**config.mk**
```make
export PLATFORM = sky130hd
export DESIGN_NAME = autoAnim
export DESIGN_NICKNAME = d
export VERILOG_FILES = /design/src/hw/lspcPkg.sv /design/src/hw/autoAnim.sv
export SDC_FILE = /design/constraint.sdc
export NUM_CORES = 1
export LEC_CHECK = 0
export BUFFER_PORTS_ARGS = -buffer_cell sky130_fd_sc_hd__buf_4
export CAP_MARGIN = 20
export CORE_UTILIZATION = 45
export CTS_CLUSTER_SIZE = 28
export DETAILED_ROUTE_END_ITERATION = 10
export PLACE_DENSITY = 0.73
export SYNTH_ARGS = -nofsm -noshare
export SYNTH_HDL_FRONTEND = slang
export SYNTH_SLANG_ARGS = --single-unit
```
**constraint.sdc**
```tcl
create_clock -name CLK_24M -period 2 [get_ports CLK_24M]
set_input_delay 0.5 -clock CLK_24M [delete_from_list [all_inputs] [get_ports CLK_24M]]
set_output_delay 0.5 -clock CLK_24M [all_outputs]
set_load 0.02 [all_outputs]
```
**src/hw/lspcPkg.sv**
```systemverilog
package lspcPkg;

	// CPU side
	typedef logic [15:0] wordT;		// One CPU data word
	typedef logic [2:0] regAddrT;	// CPU address bits 3 to 1

	// Register map, word addresses
	localparam regAddrT REG_VRAMADDR = 3'd0;
	localparam regAddrT REG_VRAMDATA = 3'd1;
	localparam regAddrT REG_MODULO = 3'd2;
	localparam regAddrT REG_MODE = 3'd3;
	localparam regAddrT REG_TIMERHI = 3'd4;
	localparam regAddrT REG_TIMERLO = 3'd5;
	localparam regAddrT REG_IRQACK = 3'd6;
	localparam regAddrT REG_TIMERSTOP = 3'd7;

	// Video side
	typedef logic [8:0] lineT;		// Vertical line count
	typedef logic [8:0] pixT;		// Horizontal pixel count
	typedef logic [31:0] timerT;
	typedef logic [2:0] aaCountT;
	typedef logic [7:0] aaSpeedT;
	typedef logic [1:0] iplT;		// 0 is no interrupt, 3 is highest

	// Video timing
	localparam int H_PIXELS = 384;
	localparam int PIXEL_DIV = 4;				// 24 MHz down to pixel rate
	localparam lineT LINE_FIRST_NTSC = 9'h0F8;
	localparam lineT LINE_FIRST_PAL = 9'h0C8;	// PAL has more lines per frame
	localparam lineT LINE_LAST = 9'h1FF;
	localparam lineT ACTIVE_FIRST = 9'h110;
	localparam lineT ACTIVE_LAST = 9'h1EF;

endpackage

```
**src/hw/autoAnim.sv**
```systemverilog
module autoAnim (
	input logic CLK_24M,
	input logic nRESET,
	input logic vblankStart,
	input lspcPkg::aaSpeedT aaSpeed,
	input logic aaDisable,
	output lspcPkg::aaCountT aaCount
);

	lspcPkg::aaSpeedT frameCnt;	// Frames since last step

	always_ff @(posedge CLK_24M)
	begin
		if (!nRESET)
		begin
			frameCnt <= '0;
			aaCount <= '0;
		end
		else if (vblankStart)
		begin
			// >= so a lowered speed takes effect at once
			if (frameCnt >= aaSpeed)
			begin
				frameCnt <= '0;
				if (!aaDisable)
					aaCount <= aaCount + 1'b1;	// Divider keeps running when frozen
			end
			else
				frameCnt <= frameCnt + 1'b1;
		end
	end

endmodule

```
After elaboration in Yosys (flattened, before gate mapping)
Cells that the tools add are included.
W data, S select, Z words.
{ "totals": {"wordCells": 8, "out_inout_bits": 3, "inputBits": 12, "register_bits": 11} }
{ "op_classes": {"order_cmp": 1, "addsub": 2, "n_reduce_logical": 1, "n_bitwise": 1, "n_mux": 1} }
{ "op_table": {"columns": ["operator", "n"], "rows": [
  ["$add A8 B1 Y8 const B", 1],
  ["$ge A8 B8 Y1", 1],
  ["$mux W8", 1],
  ["$add A3 B1 Y3 const B", 1],
  ["$reduce_and A3 Y1", 1],
  ["$not A1 Y1", 1]
]} }

Depth between registers and ports, before layout
{ "logic_depth": {"depth_word": 2, "mapped_depth": 7, "ltp_nobuf": 7} }

Least setup slack after synthesis
Ideal clock, no wire load.
{ "synth_timing": {"kind": "input-to-reg", "start": "input port aaSpeed[0]", "end": "register aaCount[0]", "arrival_time_ns": 1.813, "setup_slack_ns": 0.116, "required_ns": 1.928, "cell_stages": 6, "path_cell_list": "ha_1 nand2b_4 a2111oi_4 o41ai_4 and3b_4 mux2i_1"} }
{ "synth_between": {"elab_chain_cells": 2} }
{ "synth_lines": {"columns": ["element", "line", "rtl"], "rows": [
  ["start, declared", "autoAnim.sv:5", "input lspcPkg::aaSpeedT aaSpeed,"],
  ["$ge A8 B8 Y1", "autoAnim.sv:22", "if (frameCnt >= aaSpeed)"],
  ["$reduce_and A3 Y1 (no line)", null, null],
  ["end signal, assigned", "autoAnim.sv:26", "aaCount <= aaCount + 1'b1;"],
  ["end, declared", "autoAnim.sv:7", "output lspcPkg::aaCountT aaCount"]
]} }
No other way between the ends.
A chain may end at the register's enable or synchronous reset.

Worst setup path after layout
{ "layout_timing": {"start": "register frameCnt[0]", "end": "register frameCnt[6]"} }
{ "layout_between": {"elab_chain_cells": 2, "elab_cells_between_ends": 3, "cone_classes": "1 x add/sub; 1 x order compare; 1 x mux"} }
{ "layout_lines": {"columns": ["element", "line", "rtl"], "rows": [
  ["start, declared", "autoAnim.sv:10", "lspcPkg::aaSpeedT frameCnt;"],
  ["start signal, assigned", "autoAnim.sv:29", "frameCnt <= frameCnt + 1'b1;"],
  ["$add A8 B1 Y8 or $ge A8 B8 Y1 (tied branches)", "autoAnim.sv:29, autoAnim.sv:22", null],
  ["$mux W8 (*)", "autoAnim.sv:22", null]
]} }
Every way passes the cells marked *; elsewhere a longest branch is shown, timed or not.

==> reports/metrics.yaml <==
status: "completed"
postSynthCellCount: 89
grt_max_degree: 18
synth_edf_count: 0
hold_class: "reg -> reg"
clk_pin_slew_worst_paths_ns: 0.07
tns_ns: 0
grt_overflow: 0
grt_pass1_wl_mm: 2.46
filler_cell_count: 142
r2r-start: "frameCnt[0]"
synthFlopType: "dfxtp_1"
peakVddDrop_mv: 0.359
crit_path_max_fanout: 6
p_leak_nw: 0.476
avgSynthCellArea_um2: 9.01
yosysUniqueCellTypes: 25
crit_required_ns: 2.22
numCtsBuffers: 3
vias_per_cell: 5.44
dr.pass1.iters: 4
cts_root_buffer: "clkbuf_4"
cp_data_arrival_time_ns: 2.09
rsz0062_at_grt: "no"
cts_resized: 0
wl_per_cell_um: 11.8
drtIter0Drc: 3
areaGrowthSynthToFinish_pct: 20.7
antenna_found_initial: 0
setup_viol: 0
slew_headroom: 0.711
clock_path_buffers: 2
finalMaxSlewViolations: 0
timing.hold.ws_ns: 0.482
globalplace.congestion: 0.728
fin_crit_ns: 1.87
port_buffers: 14
std_cell_rows: 14
post_cts_buffers: 0
synth-seq-cells: 11
finalHoldViolCount: 0
reg2reg_depth: 8
worstSkewPairLatency_ns: 0.27
grt_usage: 0.169
core_um2: 1580
grt_pass1_vias: 595
cts_sinks: 11
antennaDiodeCount: 0
end_kind: "flop"
dieArea_um2: 1950
drive_gt1_frac: 0.241
p_total_uw: 458
async_flop_share: 0
worstSetupStartpointType: "flop"
initial_core_util: 0.509
ant_nets: 0
nNetsFinal: 131
ys_seq_area_frac: 0.275
netlist_area_um2: 802
cts_tree: "done"
chipWidth_um: 44.2
endpoint: "frameCnt[6]"
ys.warnings.count: 0
crit_type: "reg -> reg"
h-tree-depth: 1
r2r_setup_slack_ns: 0.13
fmax_mhz: 535
drc: 0
worstMarginPinSlew_ns: 0.432
skew_ns: 0.00149
timing.rr.end: "frameCnt[6]"
routed_wl_mm: 1.46
pwr_density_cell_nw_per_um2: 473
hpwl_mm: 1.09
synth_fp_nets: 111
via_count: 674
maxCapViolCount: 0
io_pins: 15
timing.final.crit_share: 0.934
cts_hold_buf: 0
startpoint: "frameCnt[0]"
die_h_um: 44.2
[worst min-delay path by stage]
stage	endpoint	slack [ns]	cells after the start	from
final	aaCount[1]	0.48	2	aaCount[1]
after global routing	aaCount[2]	0.50	2	aaCount[2]
after CTS	aaCount[1]	0.48	2	aaCount[1]
after detailed placement	aaCount[2]	0.47	2	aaCount[2]
after global placement	aaCount[2]	0.46	2	aaCount[2]
after floorplan	frameCnt[0]	0.49	2	frameCnt[0]
[worst max-delay path, cell delays in order (launching register included)]
cell       delay [ns]
dfxtp_1          0.38
inv_1            0.07
ha_1             0.27
nand2b_4         0.15
a2111oi_4        0.41
o41ai_4          0.14
buf_4            0.16
a21oi_1          0.12
o21a_1           0.12
[report_power, final]
part / internal, mW / switching, mW
Combinational: 0.0422 / 0.0353
Sequential: 0.223 / 0.00469
Clock: 0.0772 / 0.0758
Total: 0.343 / 0.116
[cells in the final DEF, fill, tap and decap left out]
cell,Yosys,routed
buf_4,0,17
dfxtp_1,11,11
ha_1,10,10
inv_1,8,8
nand2_1,8,8
o21a_1,6,6
a21oi_1,6,6
nand3b_1,4,4
nand2b_1,4,4
nor2b_1,4,4
and3_1,4,4
nand3_1,3,3
o21ai_0,3,3
mux2i_1,3,3
clkbuf_4,0,3
nand4_1,2,2
xnor2_1,2,2
nand2_2,1,1
nand2b_4,1,1
a2111oi_4,1,1
nor2_1,1,1
o41ai_4,1,1
and3b_4,1,1
or4b_1,1,1
or3b_2,1,1
nand4b_1,1,1
clkbuf_1,2,1
[registers in the layout (all words and copies together), names as in the netlist]
name      count
frameCnt      8
aaCount       3
[cell families (layout without fill, tap and decap cells)]
group / Yosys count / in the layout / share of synthesized area
AO/OA/AOI/OAI: 17 / 17 / 0.181
multiplexers: 3 / 3 / 0.0374
AND/OR/NAND/NOR: 36 / 36 / 0.282
XOR/XNOR: 2 / 2 / 0.0218
buffers and inverters: 10 / 29 / 0.0468
adder cells (fa/ha/maj): 10 / 10 / 0.156
flip-flops: 11 / 11 / 0.275
[synthesized netlist by cell type, drive strengths merged, types with 3 or more instances]
| cell type | count | area, µm² |
|---|---|---|
| dfxtp | 11 | 220 |
| ha | 10 | 125 |
| nand2 | 9 | 36.3 |
| inv | 8 | 30.0 |
| a21oi | 6 | 30.0 |
| o21a | 6 | 45.0 |
| nand2b | 5 | 38.8 |
| and3 | 4 | 25.0 |
| nand3b | 4 | 30.0 |
| nor2b | 4 | 25.0 |
| mux2i | 3 | 30.0 |
| nand3 | 3 | 15.0 |
| o21ai | 3 | 15.0 |
[through the flow]
stage | util | cells | instance area (µm²) | worst slack [ns]
after floorplan | - | 89 | 802 | 0.116
after global placement | 0.598 | 120 | 942 | -0.0268
after detailed placement | 0.598 | 120 | 942 | -0.0635
after CTS | 0.614 | 124 | 968 | 0.0812
after global routing | 0.614 | 124 | 968 | 0.00559
final | 0.614 | 124 | 968 | 0.131
[cell type report]
class,count,area [µm²],area share
multi-input cells,68,544,0.562
flip-flops and latches,11,220,0.227
repair buffers,17,128,0.132
inverters,8,30.0,0.0310
clock buffers,4,26.3,0.0271
well taps,16,20.0,0.0207
[routing by layer]
layer	routed length (µm)	vias up	global-route usage
li1	-	351	-
met1	725	311	0.214
met2	683	12	0.262
met3	55	0	0.0612
met4	0	0	0.0667
met5	0	-	0
(Power assumes the default switching activity.)
