## src/hw/lspcPkg.sv

```systemverilog
package lspcPkg;

	// CPU side
	typedef logic [15:0] wordT;		// One CPU data word
	typedef logic [2:0] regAddrT;	// CPU address bits 3 to 1

	// Register map, word addresses
	localparam regAddrT REG_VRAMADDR = 3'd0;
	localparam regAddrT REG_VRAMDATA = 3'd1;
	localparam regAddrT REG_MODULO = 3'd2;
	localparam regAddrT REG_MODE = 3'd3;
	localparam regAddrT REG_TIMERHI = 3'd4;
	localparam regAddrT REG_TIMERLO = 3'd5;
	localparam regAddrT REG_IRQACK = 3'd6;
	localparam regAddrT REG_TIMERSTOP = 3'd7;

	// Video side
	typedef logic [8:0] lineT;		// Vertical line count
	typedef logic [8:0] pixT;		// Horizontal pixel count
	typedef logic [31:0] timerT;
	typedef logic [2:0] aaCountT;
	typedef logic [7:0] aaSpeedT;
	typedef logic [1:0] iplT;		// 0 is no interrupt, 3 is highest

	// Video timing
	localparam int H_PIXELS = 384;
	localparam int PIXEL_DIV = 4;				// 24 MHz down to pixel rate
	localparam lineT LINE_FIRST_NTSC = 9'h0F8;
	localparam lineT LINE_FIRST_PAL = 9'h0C8;	// PAL has more lines per frame
	localparam lineT LINE_LAST = 9'h1FF;
	localparam lineT ACTIVE_FIRST = 9'h110;
	localparam lineT ACTIVE_LAST = 9'h1EF;

endpackage

```

## src/hw/lspcRegs.sv

```systemverilog
module lspcRegs #(
	parameter int VIDEO_MODE = 0
) (
	input logic CLK_24M,
	input logic nRESET,
	input logic wrStb,
	input lspcPkg::regAddrT addr,
	input lspcPkg::wordT wrData,
	output lspcPkg::wordT rdData,
	input lspcPkg::lineT vCount,
	input lspcPkg::aaCountT aaCount,
	output logic vramWe,
	output lspcPkg::wordT vramAddr,
	output lspcPkg::wordT vramWrData,
	output logic vramRdReq,
	input lspcPkg::wordT vramRdData,
	output lspcPkg::timerT timerLoad,
	output logic [2:0] timerMode,
	output logic timerEn,
	output logic timerStop,
	output logic loadNow,
	output logic ackStb,
	output logic [2:0] ackBits,
	output lspcPkg::aaSpeedT aaSpeed,
	output logic aaDisable
);

	lspcPkg::wordT modulo;		// VRAM address increment
	lspcPkg::wordT modeWord;	// Mode register as read back

	// Payload latches
	always_ff @(posedge CLK_24M)
	begin
		if (wrStb && (addr == lspcPkg::REG_VRAMDATA))
			vramWrData <= wrData;	// Written to VRAM one cycle later
		if (wrStb && (addr == lspcPkg::REG_IRQACK))
			ackBits <= wrData[2:0];
	end

	always_ff @(posedge CLK_24M)
	begin
		if (!nRESET)
		begin
			vramAddr <= '0;
			modulo <= '0;
			vramWe <= 1'b0;
			vramRdReq <= 1'b0;
			timerLoad <= '0;
			timerMode <= '0;
			timerEn <= 1'b0;
			timerStop <= 1'b0;
			loadNow <= 1'b0;
			ackStb <= 1'b0;
			aaSpeed <= '0;
			aaDisable <= 1'b0;
		end
		else
		begin
			// Strobes last one cycle
			vramWe <= 1'b0;
			vramRdReq <= 1'b0;
			loadNow <= 1'b0;
			ackStb <= 1'b0;

			// Advance after the delayed VRAM write, 16-bit wrap
			if (vramWe)
				vramAddr <= vramAddr + modulo;

			if (wrStb)
			begin
				case (addr)
					lspcPkg::REG_VRAMADDR:
					begin
						vramAddr <= wrData;		// Overrides a pending advance
						vramRdReq <= 1'b1;		// Prefetch into read buffer
					end
					lspcPkg::REG_VRAMDATA: vramWe <= 1'b1;
					lspcPkg::REG_MODULO: modulo <= wrData;
					lspcPkg::REG_MODE:
					begin
						aaSpeed <= wrData[15:8];
						timerMode <= wrData[7:5];
						timerEn <= wrData[4];
						aaDisable <= wrData[3];
					end
					lspcPkg::REG_TIMERHI: timerLoad[31:16] <= wrData;
					lspcPkg::REG_TIMERLO:
					begin
						timerLoad[15:0] <= wrData;
						loadNow <= timerMode[0];	// Immediate reload mode
					end
					lspcPkg::REG_IRQACK: ackStb <= 1'b1;
					lspcPkg::REG_TIMERSTOP: timerStop <= wrData[0];
				endcase
			end
		end
	end

	assign modeWord = {vCount, 3'b000, 1'(VIDEO_MODE), aaCount};

	// Decode is mirrored, only addr bits 1 and 0 matter for reads
	always_comb
	begin
		if (!addr[1])
			rdData = vramRdData;	// Addresses 0, 1, 4, 5
		else if (!addr[0])
			rdData = modulo;		// 2 and 6
		else
			rdData = modeWord;		// 3 and 7
	end

	assert property (@(posedge CLK_24M) disable iff (!nRESET) wrStb |-> !$isunknown(addr));

endmodule

```

## config.mk

```make
export PLATFORM = sky130hd
export DESIGN_NAME = lspcRegs
export DESIGN_NICKNAME = d
export VERILOG_FILES = /design/src/hw/lspcPkg.sv /design/src/hw/lspcRegs.sv
export SDC_FILE = /design/constraint.sdc
export NUM_CORES = 1
export LEC_CHECK = 0
export BUFFER_PORTS_ARGS = -buffer_cell sky130_fd_sc_hd__buf_2
export CAP_MARGIN = 20
export CELL_PAD_IN_SITES_DETAIL_PLACEMENT = 2
export CELL_PAD_IN_SITES_GLOBAL_PLACEMENT = 2
export CORE_UTILIZATION = 31
export CTS_BUF_LIST = sky130_fd_sc_hd__clkbuf_8 sky130_fd_sc_hd__clkbuf_16
export CTS_CLUSTER_SIZE = 12
export DETAILED_ROUTE_END_ITERATION = 16
export GPL_TIMING_DRIVEN = 0
export HOLD_SLACK_MARGIN = 0.1
export PLACE_DENSITY = 0.82
export SLEW_MARGIN = 30
export SYNTH_ARGS = -nofsm -noshare
export SYNTH_HDL_FRONTEND = slang
export SYNTH_SLANG_ARGS = --single-unit
```

## constraint.sdc

```tcl
create_clock -name CLK_24M -period 5.1 [get_ports CLK_24M]
set_input_delay 0.51 -clock CLK_24M [delete_from_list [all_inputs] [get_ports CLK_24M]]
set_output_delay 0.51 -clock CLK_24M [all_outputs]
set_load 0.01 [all_outputs]
```

Word level (Yosys, flattened, before mapping)
Cells that the tools add are included.
Storage, ports and cells
  word-level logic and storage cells: 41
  register bits: 101
  output and inout port bits: 101
  bits of input ports: 50
Cells by class
  multiplexer cells: 8
  equality and inequality tests: 7
  $add $sub $neg: 1
  reductions and logical operators: 10
Operators by type and width (count)
  $mux W16: 5
  $add A16 B16 Y16: 1
  $eq A3 B3 Y1 const B: 4
  $reduce_and A2 Y1: 6
  $eq A3 B2 Y1 const B: 2
  $eq A3 B1 Y1 const B: 1
  $logic_not A3 Y1: 1
  $mux W1: 3
  $reduce_and A3 Y1: 1
  $logic_and A1 B1 Y1: 2

Depth between registers and ports, before layout
  word-level depth: 4
  depth in mapped cells: 8
  gate-level depth less buffers: 8

Worst setup path after synthesis
No wires, ideal clock.
  path kind: register -> register
  start point: register vramAddr[0]
  end point: register vramAddr[8]
  cell stages (with the launch flop): 9
  library setup time: 0.074 ns
  period minus slack after synthesis: 2.109 ns
  required time: 5.026 ns
  slack: 2.991 ns
  path buffers: 0
  arrival time: 2.035 ns
  cell sequence: dfxtp_1 ha_1 fa_1 a21oi_1 o21ai_1 a2111oi_2 nor3_1 nand3b_1 a31oi_1
Between the ends
  longest elaborated chain between the ends: 4
Ends and longest elaborated chain
  from (decl): RTL line lspcRegs.sv:13  | output lspcPkg::wordT vramAddr,
  from (signal assigned): RTL line lspcRegs.sv:67  | vramAddr <= vramAddr + modulo;
  from (signal assigned): RTL line lspcRegs.sv:74  | vramAddr <= wrData;
  $add A16 B16 Y16 (*): RTL line lspcRegs.sv:67
  $mux W16 (*): RTL line lspcRegs.sv:66  | if (vramWe)
  $mux W16: RTL line lspcRegs.sv:71  | case (addr)
  $mux W16 (*): RTL line lspcRegs.sv:69  | if (wrStb)
Every way passes the cells marked *; elsewhere a longest branch is shown, timed or not.
A chain may end at the register's enable or synchronous reset.

Worst setup path in the final report
  start point: input addr[1]
  end point: output rdData[13]
Between the ends
  longest elaborated chain between the ends: 1
Ends and longest elaborated chain
  from (decl): RTL line lspcRegs.sv:7  | input lspcPkg::regAddrT addr,
  $mux W16: RTL line lspcRegs.sv:104  | if (!addr[1])
  to (decl): RTL line lspcRegs.sv:9  | output lspcPkg::wordT rdData,
No other way between the ends.

==> impl_metrics.toml <==
[status]
outcome = "completed"

[grt]
track_usage_pct = 23.95
grt_pass1_wl_mm = 28.79
grt_pass1_vias = 5336
grt_max_degree = 17
gr-total-overflow = 0
grt_antenna_before_repair = 0

[die]
num_rows = 44
initial_utilization_pct = 31.84
die-area_sq_mm = 0.01548
die_height_microns = 124.4
fp.dieW_microns = 124.4
core_area_sq_mm = 0.01459
io_pins = 151

[timing]
relSlewSlack_pct = 44.13
fin_crit_sh_pct = 48.09
fmax_mhz = 407.8
skew_ns = 0.003779
fin_setup_tns_ns = 0
hold_ws_ns = 0.4380
tightest_slew_ns = 0.8317
setup_viol = 0
final_hold_viol_count = 0
finalMaxSlewViolations = 0
rsz0062_at_grt = "false"
final_period_minus_worst_setup_slack_ns = 2.452

[clock_tree]
numCtsBuffers = 9
tritoncts = "built"
clock_latency_ns = 0.36
clk_pin_slew_worst_paths_ns = 0.07
ctsHoldBuffers = 0
postCtsSetupRepairBufs = 0
h-tree-depth = 3
clock_sinks = 101
clock-root-buffer = "clkbuf_16"
post_cts_resized = 0
clockBufferDepth = 2

[setup_path]
slowest_delay_ns = 0.48
cp_common_cell = "buf_2"
rr_worst_depth = 8
start_kind = "primary input"
cp.required_ns = 4.59
cp_slowest_cell = "buf_1"
crit_type = "primary input to output port"
r2r-start = "vramAddr[0]$_SDFF_PN0_"
crit_fanout = 10
endpoint_kind = "output port"
crit_chain = "buf_2 > clkbuf_1 > buf_1 > nor2_1 > a21oi_1 > buf_2"
cp.arrival_ns = 1.94
timing.rr.end = "vramAddr[8]$_SDFF_PN0_"
path_delay_family = "buffers and inverters"
path_buf_inv = 4
worst-r2r-setup-slack_ns = 2.78

[synth]
avgSynthCellArea_sq_um = 8.478
syn-cell-area_sq_mm = 0.004646
synth_edf_count = 19
async_flop_share_pct = 0
ys.flop_type = "dfxtp_1"
syn_inst = 548
ys_warn_count = 0
ys_seq_elements = 101
synth.distinct_cells = 46
synth_nets = 614
ys_seq_area_share_pct = 47.62

[layout]
nets = 775
antenna_cells = 0
nFillCells = 1683
syn_to_final_growth_pct = 28.82
seq_area_sq_mm = 0.002212
multi_input_area_sq_mm = 0.002287
drive_gt1_share_pct = 25.07

[worst_hold_path]
hp-start = "wrData[7]"
worst_hold_path.endpoint = "vramWrData[7]$_DFFE_PP_"
hold_class = "primary input to flip-flop"
hold_depth = 1

[power_and_ir_drop]
vdd_drop_max_mv = 0.1400
power_mw = 1.851
cellPowerDensity_mw_per_mm2 = 309.3
leakagePower_nw = 2.610

[place]
place.gp.congestion = 0.8240
io_buffers = 150
dpl.hpwl_mm = 14.04

[detailed_routing]
drc_errors = 0
wl_mm = 18.27
detailedRoute.firstPassIterationCount = 4
detail-route-antenna-nets = 0
vias = 4672
avgViaCountPerCell = 5.203
dr.first_iter.drc_count = 122
avgRoutedWirePerCell_microns = 20.34

[flow_run]
maxCapViolations = 0
per-layer routing:
layer	wire (microns)	vias up	GRT usage, %
li1	-	2224	-
met1	7695	2300	27.39
met2	9190	124	42.93
met3	1046	24	5.756
met4	333	0	8.717
met5	0	-	0
synthesized netlist by cell type (4+ instances only):
master / n / area (sq um)
nand2_1: 135 / 506.7
a21oi_1: 87 / 435.4
dfxtp_1: 82 / 1642
nor2_1: 34 / 127.6
clkbuf_1: 28 / 105.1
mux2i_1: 23 / 230.2
edfxtp_1: 19 / 570.6
o21ai_0: 18 / 90.09
ha_1: 15 / 187.7
nand2b_1: 10 / 62.56
nand3_1: 10 / 50.05
a211oi_1: 8 / 60.06
inv_1: 8 / 30.03
a31oi_1: 7 / 43.79
nor3_1: 6 / 30.03
nand3b_1: 5 / 37.54
a21o_1: 4 / 30.03
o211ai_1: 4 / 30.03
xnor2_1: 4 / 35.03
how the worst max path moves through the flow:
stage | from | end | cells after the start
floorplan | vramAddr[0]$_SDFF_PN0_ | vramAddr[8]$_SDFF_PN0_ | 8
global placement | addr[1] | rdData[10] | 6
detailed placement | addr[1] | timerLoad[28]$_SDFFE_PN0P_ | 6
finish | addr[1] | rdData[13] | 6
CTS | addr[1] | rdData[13] | 6
global route | addr[1] | rdData[13] | 6
kinds of logic after synthesis:
| group | synth area share (%) |
|---|---|
| buf+inv | 3.313 |
| simple gates | 20.17 |
| xor+xnor | 1.320 |
| mux | 4.956 |
| compound gates | 18.15 |
| fa+ha+maj | 4.471 |
| flops | 47.62 |
power breakdown:
part	internal, mW	total, mW	switching, mW
clock	0.494	0.817	0.324
sequential	0.832	0.846	0.0140
combinational	0.0668	0.187	0.121
metrics by stage:
stage                     instances  setup slack, ns  util (%)  area, sq um
after CTS                       898            2.614     40.99         5979
after detailed placement        882            2.606     38.58         5629
after global placement          882            2.685     38.57         5627
after global routing            898            2.491     41.02         5984
final                           898            2.648     41.02         5984
after floorplan                 548            2.991         -         4646
flip-flops by register name, summed over array words and instances (netlist names):
name,cells
timerLoad,32
modulo,16
vramAddr,16
vramWrData,16
aaSpeed,8
ackBits,3
timerMode,3
aaDisable,1
ackStb,1
loadNow,1
timerEn,1
timerStop,1
vramRdReq,1
vramWe,1
layout make-up:
cell class / count / area share [%]
plain buffers: 32 / 2.070
multi-input cells: 407 / 38.22
clock buffers: 10 / 3.993
clock inverters: 6 / 1.861
repair buffers: 150 / 12.54
inverters: 8 / 0.5018
well taps: 184 / 3.847
flip-flops and latches: 101 / 36.96
placed cells by master (no fill, tap or decap), types with 10 or more instances in the layout:
cell type | synthesis | routed
nand2_1 | 135 | 135
ha_1 | 15 | 15
a21oi_1 | 87 | 87
nor2_1 | 34 | 33
mux2i_1 | 23 | 23
edfxtp_1 | 19 | 19
dfxtp_1 | 82 | 82
nand2b_1 | 10 | 10
buf_2 | 3 | 153
clkbuf_1 | 28 | 28
nand3_1 | 10 | 10
o21ai_0 | 18 | 18
No activity file was read; power rests on OpenSTA's default activity.
