--- src/hw/lspcPkg.sv ---
package lspcPkg;

	// CPU side
	typedef logic [15:0] wordT;		// One CPU data word
	typedef logic [2:0] regAddrT;	// CPU address bits 3 to 1

	// Register map, word addresses
	localparam regAddrT REG_VRAMADDR = 3'd0;
	localparam regAddrT REG_VRAMDATA = 3'd1;
	localparam regAddrT REG_MODULO = 3'd2;
	localparam regAddrT REG_MODE = 3'd3;
	localparam regAddrT REG_TIMERHI = 3'd4;
	localparam regAddrT REG_TIMERLO = 3'd5;
	localparam regAddrT REG_IRQACK = 3'd6;
	localparam regAddrT REG_TIMERSTOP = 3'd7;

	// Video side
	typedef logic [8:0] lineT;		// Vertical line count
	typedef logic [8:0] pixT;		// Horizontal pixel count
	typedef logic [31:0] timerT;
	typedef logic [2:0] aaCountT;
	typedef logic [7:0] aaSpeedT;
	typedef logic [1:0] iplT;		// 0 is no interrupt, 3 is highest

	// Video timing
	localparam int H_PIXELS = 384;
	localparam int PIXEL_DIV = 4;				// 24 MHz down to pixel rate
	localparam lineT LINE_FIRST_NTSC = 9'h0F8;
	localparam lineT LINE_FIRST_PAL = 9'h0C8;	// PAL has more lines per frame
	localparam lineT LINE_LAST = 9'h1FF;
	localparam lineT ACTIVE_FIRST = 9'h110;
	localparam lineT ACTIVE_LAST = 9'h1EF;

endpackage

--- src/hw/videoSync.sv ---
module videoSync #(
	parameter int VIDEO_MODE = 0
) (
	input logic CLK_24M,
	input logic nRESET,
	output logic pixStb,
	output lspcPkg::pixT hCount,
	output lspcPkg::lineT vCount,
	output logic vBlank,
	output logic vblankStart,
	output logic hSync
);

	localparam int divBits = $clog2(lspcPkg::PIXEL_DIV);
	localparam lspcPkg::lineT firstLine = (VIDEO_MODE != 0) ? lspcPkg::LINE_FIRST_PAL :
		lspcPkg::LINE_FIRST_NTSC;

	logic [divBits-1:0] divCnt;		// Clock divider for pixel strobe
	logic lineEnd;
	logic vBlankQ;					// Previous vBlank, for edge detect

	assign lineEnd = pixStb && (hCount == lspcPkg::pixT'(lspcPkg::H_PIXELS - 1));

	always_ff @(posedge CLK_24M)
	begin
		if (!nRESET)
		begin
			divCnt <= '0;
			pixStb <= 1'b0;
			hCount <= '0;
			vCount <= firstLine;	// Frame starts in top blanking
			vBlankQ <= 1'b1;		// No spurious vblankStart out of reset
		end
		else
		begin
			pixStb <= (divCnt == divBits'(lspcPkg::PIXEL_DIV - 1));
			divCnt <= divCnt + 1'b1;	// Wraps since PIXEL_DIV is a power of two
			vBlankQ <= vBlank;
			if (pixStb)
				hCount <= lineEnd ? '0 : hCount + 1'b1;
			if (lineEnd)
				vCount <= (vCount == lspcPkg::LINE_LAST) ? firstLine : vCount + 1'b1;
		end
	end

	// Blanking outside the active lines
	assign vBlank = (vCount < lspcPkg::ACTIVE_FIRST) || (vCount > lspcPkg::ACTIVE_LAST);
	assign vblankStart = vBlank && !vBlankQ;	// First clock of blanking
	assign hSync = (hCount < lspcPkg::pixT'(32));	// First 32 pixels of each line

	// Line counter stays in range and only steps by one or wraps to first line
	assert property (@(posedge CLK_24M) disable iff (!nRESET)
		(vCount >= firstLine) &&
		((vCount == $past(vCount)) || (vCount == $past(vCount) + 1'b1) || (vCount == firstLine)));

endmodule

--- config.mk ---
export PLATFORM = sky130hd
export DESIGN_NAME = videoSync
export DESIGN_NICKNAME = d
export VERILOG_FILES = /design/src/hw/lspcPkg.sv /design/src/hw/videoSync.sv
export SDC_FILE = /design/constraint.sdc
export NUM_CORES = 1
export LEC_CHECK = 0
export BUFFER_PORTS_ARGS = -buffer_cell sky130_fd_sc_hd__buf_2
export CELL_PAD_IN_SITES_DETAIL_PLACEMENT = 1
export CELL_PAD_IN_SITES_GLOBAL_PLACEMENT = 1
export CORE_UTILIZATION = 39
export CTS_BUF_LIST = sky130_fd_sc_hd__clkbuf_16
export DETAILED_ROUTE_END_ITERATION = 12
export PLACE_DENSITY_LB_ADDON = 0.12
export SYNTH_ARGS = -nofsm -noshare
export SYNTH_HDL_FRONTEND = slang
export SYNTH_SLANG_ARGS = --single-unit
--- constraint.sdc ---
create_clock -name CLK_24M -period 2.6 [get_ports CLK_24M]
set_input_delay 0.52 -clock CLK_24M [delete_from_list [all_inputs] [get_ports CLK_24M]]
set_output_delay 0.52 -clock CLK_24M [all_outputs]
set_load 0.02 [all_outputs]
Word-level counts from Yosys, hierarchy flattened

Cells that the tools add are included.

Add/sub/neg operators: 3
$lt $le $gt $ge: 3
Equal/unequal tests: 3
Mux-type cells: 2
Reductions and logical operators: 4

Operators by type and width:

| operator                                           | count |
|---|---|
| adder 9 x 1 -> 9 bit, second input constant        | 2 |
| == test 9 bit, second input constant               | 2 |
| two-way mux 9 bit                                  | 2 |
| > comparator 9 bit, second input constant          | 1 |
| < comparator 9 x 6 -> 1 bit, second input constant | 1 |
| < comparator 9 bit, second input constant          | 1 |
| adder 2 x 1 -> 2 bit, second input constant        | 1 |
| == test 2 bit, second input constant               | 1 |
| logical AND 1 bit                                  | 2 |
| zero test 1 bit                                    | 1 |
| logical OR 1 bit                                   | 1 |

Flip-flop bits (word level): 22
Input port bits: 2
Output and inout port bits: 22
Logic and storage cells: 20

Longest topological paths before layout

Depth in word-level cells: 3
Mapped depth: 8
Gate-level depth less buffers: 7

Worst setup path before layout

Ideal clock, no wire load.

Path kind: register -> register
Start point: reg vCount[0]
End point: reg vCount[2]
Library setup time: 0.122 ns
Arrival: 1.903 ns
Required time: 2.478 ns
Path slack: 0.574 ns
Cell stages (with the launch flop): 9
Path buffers: 1
Clock period less this slack: 2.026 ns
Cells stage by stage: dfxtp_1 > ha_1 > and4_1 > and4_1 > ha_1 > clkbuf_1 > nor2_1 > o211ai_1 > o21ai_1

Cells in the longest elaborated chain, start to end: 2
Elaborated cells on any way between the ends: 3
Those cells by class: add/sub: 1; eq/ne: 1; mux: 1

RTL lines:

| what                                                  | RTL line        | RTL |
|---|---|---|
| from (decl)                                           | videoSync.sv:8  | `output lspcPkg::lineT vCount,` |
| from (signal assigned)                                | videoSync.sv:31 | `vCount <= firstLine;` |
| from (signal assigned)                                | videoSync.sv:42 | `vCount <= (vCount == lspcPkg::LINE_LAST) ? firstLine : vCount + 1'b1;` |
| adder 9 x 1 -> 9 bit or == test 9 bit (tied branches) | videoSync.sv:42 |  |
| two-way mux 9 bit (*)                                 | videoSync.sv:42 |  |

Every way passes the cells marked *; elsewhere a longest branch is shown, timed or not.
A chain may end at the register's enable or synchronous reset.

Worst setup path in the final report

Start point: reg vCount[2]
End point: out vblankStart

Cells in the longest elaborated chain, start to end: 3
Elaborated cells on any way between the ends: 4
Those cells by class: order compare: 2; reduce/logical: 2

RTL lines:

| what                                                     | RTL line        | RTL |
|---|---|---|
| < comparator 9 bit or > comparator 9 bit (tied branches) | videoSync.sv:47 | `assign vBlank = (vCount < lspcPkg::ACTIVE_FIRST) \|\| (vCount > lspcPkg::ACTIVE_LAST);` |
| logical OR 1 bit (*)                                     | videoSync.sv:47 |  |
| logical AND 1 bit (*)                                    | videoSync.sv:48 | `assign vblankStart = vBlank && !vBlankQ;` |
| to (decl)                                                | videoSync.sv:10 | `output logic vblankStart,` |

Marked as above.

==> flow_metrics.py <==
metrics = {
    "outcome": {
        "run_status": "finished clean",
    },
    "sta": {
        "hold_viol_final": 0,
        "setup_viol": 0,
        "fin_crit_sh": 0.831,
        "fin_worst_skew_ns": 0.00424,
        "drv_slew": 0,
        "fin_tns_setup_ns": 0,
        "max_clock_freq_mhz": 463,
        "period_needed_ns": 2.16,
        "tightest_slew_ns": 0.491,
        "max_slew_margin": 0.671,
        "rsz0062_at_grt": "false",
    },
    "setup_path": {
        "crit_path_max_fanout": 7,
        "end_kind": "output pin",
        "cpPeakStageDelay_ns": 0.43,
        "cp_slowest_cell": "dfxtp_1",
        "crit_required_ns": 2.08,
        "crit_family": "simple AND/OR/NAND/NOR gates",
        "critical_path_class": "flop to output pin",
        "cp-start-kind": "flop",
        "crit_arrival_ns": 1.64,
        "path_buf_inv": 1,
        "path_cells": "and4_1 > a21oi_1 > o211a_1 > nor2_1 > buf_2",
    },
    "pwr": {
        "switching_share": 0.173,
        "p_leak_nw": 0.559,
        "ir_worst_vdd_mv": 0.460,
        "p_int_mw": 0.653,
        "p_clk_frac": 0.545,
        "powerDensity_nw_per_um2": 600,
        "power.total_mw": 0.789,
        "pwr-share-comb": 0.019,
        "pwr-share-seq": 0.435,
        "power_switching_mw": 0.137,
    },
    "clock_tree": {
        "cts_sinks": 22,
        "cts_setup_buffers": 0,
        "path_clk_slew_ns": 0.06,
        "htree_levels": 1,
        "numCtsBuffers": 3,
        "cts_tree": "done",
        "clockRootBuffer": "clkbuf_16",
        "insertion_delay_ns": 0.26,
        "clockBufferDepth": 2,
        "ctsHoldBuffers": 0,
        "cts_resized": 0,
    },
    "placement": {
        "dp_hpwl_microns": 1770,
        "port_buffers": 23,
        "gp_congestion": 0.819,
    },
    "run": {
        "cap_violations": 0,
    },
    "route": {
        "first_pass_iters": 3,
        "wl_per_cell_microns": 15.0,
        "via_per_inst": 5.52,
        "vias": 939,
        "drt-total-wl_microns": 2560,
        "drc_errors": 0,
        "first_iter_violations": 17,
        "ant_nets": 0,
    },
    "logic_synthesis": {
        "yosys.cell_types.count": 37,
        "netlist_instances": 117,
        "synth_nets": 123,
        "yosysWarnings": 0,
        "ys_ff_latch": 22,
        "synth_area_sq_um": 1080,
        "synth.avg_cell_area_sq_um": 9.23,
        "yosysSeqAreaShare": 0.408,
    },
    "hold_path": {
        "hold_class": "flop to flop",
    },
    "floorplan": {
        "die_x_microns": 54.6,
        "die_height_microns": 54.6,
        "fp.dieArea_sq_um": 2980,
        "initial_core_util": 0.424,
        "coreArea_sq_um": 2540,
        "rows": 18,
        "ios": 24,
    },
    "global_routing": {
        "antenna_found_initial": 0,
        "grt.overflow.total": 0,
        "first_global_vias": 898,
        "grt_max_degree": 23,
        "grt_pass1_wl_microns": 4160,
        "grt_usage": 0.197,
    },
    "cells_and_area": {
        "drive_gt1_frac": 0.250,
        "final_core_util": 0.517,
        "nFillCells": 315,
        "nets": 147,
        "antenna_cells": 0,
        "synthToLayoutAreaGrowth_pct": 21.8,
    },
}
==> flip-flops by register name (all words and copies together) (netlist names) <==
| register | flops |
|---|---|
| hCount | 9 |
| vCount | 9 |
| divCnt | 2 |
| pixStb | 1 |
| vBlankQ | 1 |
==> worst reg2reg max path, delay by kind of cell (launching register included) <==
kind | cells | cell delay [ns]
AOI/OAI and AO/OA | 1 | 0.31
DFF | 1 | 0.35
adders and majority gates | 2 | 0.60
and+or+nand+nor | 3 | 0.72
==> cell usage after synthesis, drive strengths merged <==
master,number,share of area
a21boi,5,0.035
a21o,1,0.0070
a21oi,6,0.028
a31o,2,0.016
a41o,1,0.0093
and2,4,0.023
and3,1,0.0058
and4,3,0.024
buf,1,0.010
clkbuf,3,0.010
dfxtp,22,0.41
ha,4,0.046
inv,3,0.010
nand2,10,0.035
nand2b,4,0.023
nand3,5,0.028
nand3b,3,0.021
nand4,3,0.023
nor2,8,0.028
nor2b,2,0.012
nor3,1,0.0046
nor3b,2,0.019
nor4,2,0.012
nor4b,1,0.022
o211a,1,0.0093
o211ai,1,0.0070
o21ai,8,0.041
o31a,1,0.0081
or4,2,0.014
or4b,1,0.013
xnor2,4,0.032
xor2,2,0.016
==> power groups by stage <==
stage | logic, mW | clock network [mW] | registers [mW]
floorplan | 0.00976 | 0 | 0.352
global placement | 0.0148 | 0 | 0.351
detailed placement | 0.0157 | 0 | 0.351
CTS | 0.0159 | 0.443 | 0.343
global route | 0.0181 | 0.450 | 0.344
finish | 0.0152 | 0.430 | 0.344
==> cell families (layout without fill, tap and decap cells) <==
kind of cell | after synthesis | in the layout | synth area share
compound gates | 26 | 26 | 0.160
xor+xnor | 6 | 6 | 0.0487
fa+ha+maj | 4 | 4 | 0.0464
buf+inv | 7 | 30 | 0.0313
flops | 22 | 22 | 0.408
simple gates | 52 | 52 | 0.306
==> cell usage in the layout (no fill, tap or decap), drive strengths merged <==
cell,netlist,final
buf,1,23
o31a,1,1
nand3b,3,3
a31o,2,2
nand4,3,3
a21boi,5,5
bufinv,0,1
xnor2,4,4
nor2b,2,2
nor3b,2,2
clkbuf,3,3
and3,1,1
a21o,1,1
or4,2,2
a41o,1,1
o211a,1,1
nor3,1,1
or4b,1,1
nor2,8,8
and4,3,3
ha,4,4
o211ai,1,1
and2,4,4
xor2,2,2
nand3,5,5
dfxtp,22,22
nand2,10,10
o21ai,8,8
nand2b,4,4
inv,3,3
nor4,2,2
a21oi,6,6
nor4b,1,1
==> final timing paths <==
kind	slack, ns	startpoint	cells past startpoint	endpoint
setup / recovery	0.44	vCount[2]$_SDFFE_PN0P_	5	vblankStart
hold / removal	0.44	divCnt[0]$_SDFF_PN0_	1	divCnt[0]$_SDFF_PN0_
setup reg to reg	0.51	vCount[0]$_SDFFE_PN0P_	6	vCount[5]$_SDFFE_PN1P_
hold reg to reg	0.44	divCnt[0]$_SDFF_PN0_	1	divCnt[0]$_SDFF_PN0_
==> area by class of cell <==
cell class                 count  area [sq um]  share of cell area
multi-input combinational     88           606               0.461
clock inverter                 1          30.0              0.0228
sequential                    22           440               0.335
clock buffer                   3          75.1              0.0571
inverter                       3          11.3             0.00856
tap                           30          37.5              0.0285
timing repair buffer          23           115              0.0875
==> per-layer routing <==
layer | track usage | vias up | routed length (microns)
met5 | 0 | - | 0
li1 | - | 466 | -
met1 | 0.241 | 453 | 1200
met4 | 0.103 | 0 | 53
met3 | 0.0250 | 5 | 52
met2 | 0.333 | 15 | 1260
==> through the flow <==
step / worst slack (ns) / cell area, sq um / cells / hold WS, ns
after floorplan: 0.574 / 1080 / 117 / 0.398
after global placement: 0.618 / 1210 / 166 / 0.407
after detailed placement: 0.537 / 1210 / 166 / 0.430
after CTS: 0.436 / 1320 / 170 / 0.440
after global routing: 0.349 / 1320 / 170 / 0.467
final: 0.438 / 1320 / 170 / 0.435
(Power assumes the default switching activity.)
