### src/hw/lspcPkg.sv
package lspcPkg;

	// CPU side
	typedef logic [15:0] wordT;		// One CPU data word
	typedef logic [2:0] regAddrT;	// CPU address bits 3 to 1

	// Register map, word addresses
	localparam regAddrT REG_VRAMADDR = 3'd0;
	localparam regAddrT REG_VRAMDATA = 3'd1;
	localparam regAddrT REG_MODULO = 3'd2;
	localparam regAddrT REG_MODE = 3'd3;
	localparam regAddrT REG_TIMERHI = 3'd4;
	localparam regAddrT REG_TIMERLO = 3'd5;
	localparam regAddrT REG_IRQACK = 3'd6;
	localparam regAddrT REG_TIMERSTOP = 3'd7;

	// Video side
	typedef logic [8:0] lineT;		// Vertical line count
	typedef logic [8:0] pixT;		// Horizontal pixel count
	typedef logic [31:0] timerT;
	typedef logic [2:0] aaCountT;
	typedef logic [7:0] aaSpeedT;
	typedef logic [1:0] iplT;		// 0 is no interrupt, 3 is highest

	// Video timing
	localparam int H_PIXELS = 384;
	localparam int PIXEL_DIV = 4;				// 24 MHz down to pixel rate
	localparam lineT LINE_FIRST_NTSC = 9'h0F8;
	localparam lineT LINE_FIRST_PAL = 9'h0C8;	// PAL has more lines per frame
	localparam lineT LINE_LAST = 9'h1FF;
	localparam lineT ACTIVE_FIRST = 9'h110;
	localparam lineT ACTIVE_LAST = 9'h1EF;

endpackage

### src/hw/irqCtrl.sv
module irqCtrl (
	input logic CLK_24M,
	input logic nRESET,
	input logic vblankStart,
	input logic timerIrq,
	input logic ackStb,
	input logic [2:0] ackBits,
	output lspcPkg::iplT ipl
);

	logic [2:0] pending;	// Bit n is level n+1
	logic [2:0] clrMask;

	assign clrMask = ackStb ? ackBits : 3'b000;

	always_ff @(posedge CLK_24M)
	begin
		if (!nRESET)
			pending <= 3'b100;	// Cold boot raises level 3
		else
			pending <= (pending & ~clrMask) | {1'b0, timerIrq, vblankStart};	// Set wins
	end

	// Highest pending level
	always_comb
	begin
		if (pending[2])
			ipl = 2'd3;
		else if (pending[1])
			ipl = 2'd2;
		else if (pending[0])
			ipl = 2'd1;
		else
			ipl = 2'd0;
	end

	// Any event from sync or timer shows on ipl the next cycle
	assert property (@(posedge CLK_24M) disable iff (!nRESET)
		(vblankStart || timerIrq) |=> (ipl != 2'd0));

endmodule

### config.mk
export PLATFORM = sky130hd
export DESIGN_NAME = irqCtrl
export DESIGN_NICKNAME = d
export VERILOG_FILES = /design/src/hw/lspcPkg.sv /design/src/hw/irqCtrl.sv
export SDC_FILE = /design/constraint.sdc
export NUM_CORES = 1
export LEC_CHECK = 0
export ABC_CLOCK_PERIOD_IN_PS = 1020
export BUFFER_PORTS_ARGS = -buffer_cell sky130_fd_sc_hd__buf_2
export CAP_MARGIN = 25
export CORE_AREA = 4 4 41 43
export DETAILED_ROUTE_END_ITERATION = 10
export DIE_AREA = 0 0 45 47
export PLACE_DENSITY = 0.32
export RECOVER_POWER = 50
export SKIP_CTS_REPAIR_TIMING = 1
export SLEW_MARGIN = 10
export SYNTH_ARGS = -nofsm -noshare
export SYNTH_HDL_FRONTEND = slang
export SYNTH_SLANG_ARGS = --single-unit
export TNS_END_PERCENT = 20
### constraint.sdc
create_clock -name CLK_24M -period 1.02 [get_ports CLK_24M]
set_clock_uncertainty 0.2 [all_clocks]
set_input_delay 0.102 -clock CLK_24M [delete_from_list [all_inputs] [get_ports CLK_24M]]
set_output_delay 0.102 -clock CLK_24M [all_outputs]
set_load 0.1 [all_outputs]
# --- Yosys cells after proc, flatten, opt, wreduce, memory -nomap -nowiden ---
# Cells that the tools add are included.
op_classes:
  addsub: 0
  multipliers: 0
  n_div: 0
  magnitude_cmp: 0
  eq_ne: 0
  shifts: 0
  muxes: 4
  bitwise_logic: 3
  n_reduce_logical: 0
op_table:
  columns: ["operator", "count"]
  rows:
  - ["2-bit two-way mux", 2]
  - ["3-bit bitwise AND", 1]
  - ["3-bit two-way mux", 1]
  - ["3-bit NOT", 1]
  - ["3-bit by 2-bit bitwise OR with 3-bit output", 1]
  - ["1-bit two-way mux", 1]
word_totals:
  ff_bits: 3
  latchBits: 0
  mem_bits_rw: 0
  romBits: 0
  in_bits: 8
  elab_cells: 8
  memories: 0

# --- Depth between registers and ports, before layout ---
# Gate-level depths: netlist of run 1.
logic_depth:
  ltp_word: 4
  mapped_depth: 2

# --- Worst setup path before layout of run 1 ---
# No wires, ideal clock.
synth_path:
  path_kind: "register to output"
  startpoint: "register pending[2]"
  endpoint: "output ipl[1]"
  t_arrival_ns: 1.015
  t_required_ns: 0.718
  slack_ns: -0.297
  stages_incl_launch_ff: 2
  cell_sequence: "dfxtp_1 > or2_1"
synth_via:
  elab_chain_len: 1
synth_lines:
  columns: ["element", "line", "rtl"]
  rows:
  - ["from (decl)", "irqCtrl.sv:11", "logic [2:0] pending;"]
  - ["from (signal assigned)", "irqCtrl.sv:21", "pending <= (pending & ~clrMask) | {1'b0, timerIrq, vblankStart};"]
  - ["2-bit two-way mux", "irqCtrl.sv:27", "if (pending[2])"]
  - ["to (decl)", "irqCtrl.sv:8", "output lspcPkg::iplT ipl"]
# Every way passes these cells.

# --- Worst setup path after layout of run 1 ---
# Same ends and word-level chain as after synthesis.

==> flow_summary.toml, run 1 <==
[clock_network]
clk_pin_slew_ns = 0.04
cts_sinks = 3
cts_buffer_depth = 2
root_buffer = "clkbuf_4"
cts_buffers = 3
cts-htree-levels = 1
cts_tree = "built"
clk_latency_ns = 0.23

[power_and_ir_drop]
power_density_nw_per_um2 = 1440
leakagePower_nw = 0.154
seq_power_share_pct = 29.3
total_power_mw = 0.459
pwr-share-comb_pct = 26.0
switchingPower_mw = 0.125
irDropWorstVdd_uv = 434
power.internal_mw = 0.335
sw_frac_of_total_pct = 27.2
pwr-share-clk_pct = 44.6

[timing]
worstMarginPinSlew_ns = 0.136
holdWs_ns = -0.0216
setup_slack_ns = -0.249
final-hold-violation-count = 2
drv_slew = 0
relSlewSlack_pct = 90.8
fin_crit_sh_pct = 124
setup_viol = 2
rsz0062_at_grt = "yes"
fin_crit_ns = 1.27
fmax_mhz = 788
tns_ns = -0.489

[finish]
syn2layout_area_growth_pct = 159
drive_gt1_share_pct = 50.0
largest_reg_flops = 3
reg_top3 = "pending x3"
diodes = 0
top_register = "pending"
fin_util_pct = 24.4
nFillCells = 145
nets = 43

[grt]
met1_usage_pct = 3.85
grt_use_met3_pct = 1.15
grt_pass1_wl_um = 483
grt_start_max_net_pins = 4
grt_use_total_pct = 3.71
gr-total-overflow = 0
antenna_found_initial = 0
use_met2_pct = 4.24
gr-max-usage-layer = "met4"
grt_pass1_vias = 145

[worst_setup_path]
cp.required_ns = 0.72
rr_startpoint = "pending[1]"
crit_start = "pending[2]"
cp_max_fo = 3
timing.rr.end = "pending[1]"
critPathKind = "reg2out"
cpPeakStageDelay_ns = 0.32
start_kind = "register"
arrival_ns = 0.97
reg2reg_depth = 2
worst_path_max_delay_cell = "dfxtp_2"
rrSetupSlack_ns = 0.18
endpoint_kind = "output pin"
crit_chain = "or2_4, buf_12"

[logic_synthesis]
synth_flop_cell = "dfxtp_1"
synth.ff_latch_count = 3
synth_edf_count = 0
synth_cell_types = 8
synth_area_leaders = "dfxtp_1, a31oi_1, inv_1"
ys_seq_area_share_pct = 49.0
netlist_top_cells_count = "dfxtp_1, inv_1, a31oi_1, o21ai_0"
synth_top_cell_by_area = "dfxtp_1"
synth.avg_cell_area_um2 = 8.76
netlist_instances = 14
synth_async_sr_flop_share_pct = 0
yosysWarnings = 0
mappedNetlistArea_um2 = 123
synth_top_area_share_pct = 49.0
syn-num-nets = 22

[routing]
vias = 162
drt_iter0_markers = 0
ant_nets = 0
wl_per_cell_um = 7.76
drt-total-wl_um = 380
firstDrtPassIters = 1
via_per_inst = 3.31
drc = 0

[place]
port_buffers = 9
dp_hpwl_um = 264
gp_congestion = 0.596

[floorplan]
die_w_um = 45
initial_core_util_pct = 9.42
die_y_um = 47
coreArea_um2 = 1300
pin_count = 10
row_count = 13
fp.dieArea_um2 = 2120

[job]
max_cap_violations = 0

[worst_hold_path]
holdPathStages = 3
min_path_type = "in2reg"
worstHoldStart = "timerIrq"
holdPathEnd = "pending[1]"

[run_status]
violations = "negative hold slack, negative setup slack"
status = "finished, violations left"
==> worst max path at each step <==
| stage | end | slack [ns] | depth (start not counted) |
|---|---|---|---|
| after global placement | ipl[1] | -0.01 | 2 |
| after CTS | ipl[0] | -0.29 | 3 |
| after global routing | ipl[0] | -0.28 | 3 |
| after floorplan | ipl[0] | -0.05 | 2 |
| final | ipl[1] | -0.25 | 2 |
| after detailed placement | ipl[0] | -0.03 | 3 |
==> layout by cell type, fill, tap and decap left out, drive strengths merged <==
cell type / instances
a21bo: 1
a21o: 1
a31oi: 2
buf: 9
clkbuf: 4
dfxtp: 3
dlygate4sd3: 7
inv: 3
nand2: 1
o21ai: 2
or2: 1
==> metrics by stage <==
stage               instance area, µm²  std cells  worst slack, ns
floorplan                          125         14          -0.0500
global placement                   219         38          -0.0101
detailed placement                 219         38          -0.0312
CTS                                245         42           -0.285
global route                       318         49           -0.278
finish                             318         49           -0.249
==> area by class of cell <==
cell class | instances | area (µm²) | share of cell area [%]
clock buffer | 4 | 26.3 | 8.27
inverter | 3 | 11.3 | 3.54
multi-input combinational | 8 | 53.8 | 16.9
sequential | 3 | 62.6 | 19.7
tap | 15 | 18.8 | 5.91
timing repair buffer | 16 | 145 | 45.7
==> worst max-delay path, delay by kind of cell, from the launching register on <==
kind          cells  cell delay, ns
flops             1            0.32
buf+inv           1            0.16
simple gates      1            0.25
==> cell families (layout without fill, tap and decap cells) <==
family,after synthesis,in the layout,share of synthesized area [%]
AO/OA/AOI/OAI,6,6,33.7
buffers and inverters,3,23,9.18
AND/OR/NAND/NOR,2,2,8.16
flip-flops,3,3,49.0
==> power groups by stage <==
stage                     logic, mW  clock network [mW]  registers (mW)
after floorplan              0.0582                   0           0.133
after global placement       0.0994                   0           0.134
after detailed placement     0.0997                   0           0.135
after CTS                    0.0997               0.218           0.133
after global routing          0.127               0.225           0.136
final                         0.120               0.205           0.135
==> per-layer routing <==
metal | share of wire (%) | wire length, µm | vias up
li1 | - | - | 86
met1 | 42 | 158 | 66
met2 | 46 | 174 | 10
met3 | 12 | 46 | 0
met4 | 0 | 0 | 0
met5 | 0 | 0 | -
(Power assumes the default switching activity.)
==> run 2: changes to the inputs <==
--- a/config.mk
+++ b/config.mk
@@ -5,12 +5,12 @@
 export SDC_FILE = /design/constraint.sdc
 export NUM_CORES = 1
 export LEC_CHECK = 0
-export ABC_CLOCK_PERIOD_IN_PS = 1020
+export ABC_CLOCK_PERIOD_IN_PS = 1500
 export BUFFER_PORTS_ARGS = -buffer_cell sky130_fd_sc_hd__buf_2
 export CAP_MARGIN = 25
-export CORE_AREA = 4 4 41 43
+export CORE_AREA = 5 5 42 44
 export DETAILED_ROUTE_END_ITERATION = 10
-export DIE_AREA = 0 0 45 47
+export DIE_AREA = 0 0 47 49
 export PLACE_DENSITY = 0.32
 export RECOVER_POWER = 50
 export SKIP_CTS_REPAIR_TIMING = 1
==> constraint.sdc (replaced) <==
create_clock -name CLK_24M -period 1.5 [get_ports CLK_24M]
set_clock_uncertainty 0.2 [all_clocks]
set_input_delay 0.15 -clock CLK_24M [delete_from_list [all_inputs] [get_ports CLK_24M]]
set_output_delay 0.15 -clock CLK_24M [all_outputs]
set_load 0.1 [all_outputs]
==> run 2 against run 1 <==
  * The run ends with negative hold slack left
  * Register-to-register slack improved by 0.48 ns
  * Sequential share of layout area up 0.15 points
  * Worst setup slack gained 0.40 ns
  * Critical path type unchanged
  * Critical path depth up 1
  * Cell area fell by 4.7%
  * First-iteration DRC count up 4
  * Utilization is 2.8 points lower
  * Count of clock-buffer cells in the layout is the same
  * Final cell count unchanged
  * Routed wire length increased by 9.2%
  * Clock power decreased by 31%
  * Via count is 2.5% lower
==> flow_summary.toml, run 2 (synthesis gave the netlist of run 1 again) <==
[worst_setup_path]
endpoint_kind = "output pin"
critPathKind = "reg2out"
rr_startpoint = "pending[2]"
cp_max_fo = 3
rrSetupSlack_ns = 0.66
arrival_ns = 1.00
cp.required_ns = 1.15
start_kind = "register"
crit_start = "pending[1]"
reg2reg_depth = 2
timing.rr.end = "pending[2]"

[routing]
drc = 0
vias = 158
wl_per_cell_um = 8.47
ant_nets = 0
drt_iter0_markers = 4
drt-total-wl_um = 415
via_per_inst = 3.22
firstDrtPassIters = 2

[place]
dpl_worst_slack_ns = 0.406
gp_congestion = 0.673
port_buffers = 9
dp_hpwl_um = 286

[worst_hold_path]
worstHoldStart = "vblankStart"
holdPathEnd = "pending[0]"
min_path_type = "in2reg"
holdPathStages = 3

[timing]
holdWs_ns = -0.00729
setup_viol = 0
rsz0062_at_grt = "no"
worstMarginPinSlew_ns = 0.151
relSlewSlack_pct = 89.8
setup_slack_ns = 0.154
drv_slew = 0
fin_crit_ns = 1.35
fmax_mhz = 743
final-hold-violation-count = 1
fin_crit_sh_pct = 89.7
tns_ns = 0

[job]
max_cap_violations = 0

[power_and_ir_drop]
power_density_nw_per_um2 = 1030
leakagePower_nw = 0.146
power.internal_mw = 0.223
pwr-share-clk_pct = 45.8
switchingPower_mw = 0.0873
seq_power_share_pct = 28.9
irDropWorstVdd_uv = 345
sw_frac_of_total_pct = 28.1
pwr-share-comb_pct = 25.3

[finish]
multiInputGateArea_um2 = 51.3
top_register = "pending"
diodes = 0
nFillCells = 165
drive_gt1_share_pct = 36.4
syn2layout_area_growth_pct = 147
reg_top3 = "pending x3"
seqCellArea_um2 = 60.1
largest_reg_flops = 3
final_cell_mix = "dlygate4sd3_1, buf_2, inv_1, clkbuf_4, dfxtp_1"
nets = 42

[run_status]
status = "finished, violations left"
violations = "negative hold slack"

[floorplan]
initial_core_util_pct = 8.75
die_w_um = 47
die_y_um = 49
fp.dieArea_um2 = 2300
row_count = 14
coreArea_um2 = 1400
pin_count = 10

[grt]
grt_pass1_wl_um = 627
grt_start_max_net_pins = 4
gr-total-overflow = 0
grt_pass1_vias = 159
grt_use_total_pct = 4.30
antenna_found_initial = 0

[clock_network]
clk_latency_ns = 0.23
cts_buffer_depth = 2
cts_tree = "built"
clk_pin_slew_ns = 0.04
root_buffer = "clkbuf_4"
cts-htree-levels = 1
cts_sinks = 3
cts_buffers = 3
==> run 2: layout make-up <==
cell class                 count  area share (%)
inverter                       3            3.72
tap                           16            6.61
timing repair buffer          15            44.2
multi-input combinational      8            16.9
clock buffer                   4            8.68
sequential                     3            19.8
==> run 2: worst max path at each step <==
stage                        end  slack, ns  cells after the start
after floorplan           ipl[1]       0.13                      1
after global placement    ipl[0]       0.41                      3
after detailed placement  ipl[0]       0.41                      3
after CTS                 ipl[0]       0.14                      3
after global routing      ipl[0]       0.10                      3
final                     ipl[0]       0.15                      3
==> run 2: critical path: stages (launching register included) <==
cell,delay [ns]
dfxtp_1,0.34
inv_1,0.05
a21o_2,0.21
buf_12,0.17
==> run 2: metrics by stage <==
stage	utilization [%]	cell area (µm²)	hold WS [ns]	power, mW	cells
5_1_grt	21.6	303	0.0122	0.330	49
4_1_cts	17.4	244	-0.107	0.308	43
6_report	21.6	303	-0.00729	0.310	49
2_1_floorplan	-	123	0.0119	0.128	14
3_3_place_gp	15.5	218	0.135	0.157	39
3_5_place_dp	15.5	218	0.141	0.158	39
==> run 2: power by group through the flow <==
stage | sequential, mW | combinational (mW) | clock (mW)
finish | 0.0896 | 0.0786 | 0.142
global placement | 0.0905 | 0.0667 | 0
CTS | 0.0895 | 0.0673 | 0.152
global route | 0.0904 | 0.0842 | 0.155
detailed placement | 0.0907 | 0.0668 | 0
floorplan | 0.0898 | 0.0380 | 0
==> run 2: metal layers <==
layer / track usage [%] / up-vias / wire [µm]
met5: 0 / - / 0
met3: 3.69 / 0 / 65
li1: - / 84 / -
met1: 5.71 / 64 / 198
met2: 3.62 / 10 / 150
met4: 4.15 / 0 / 0
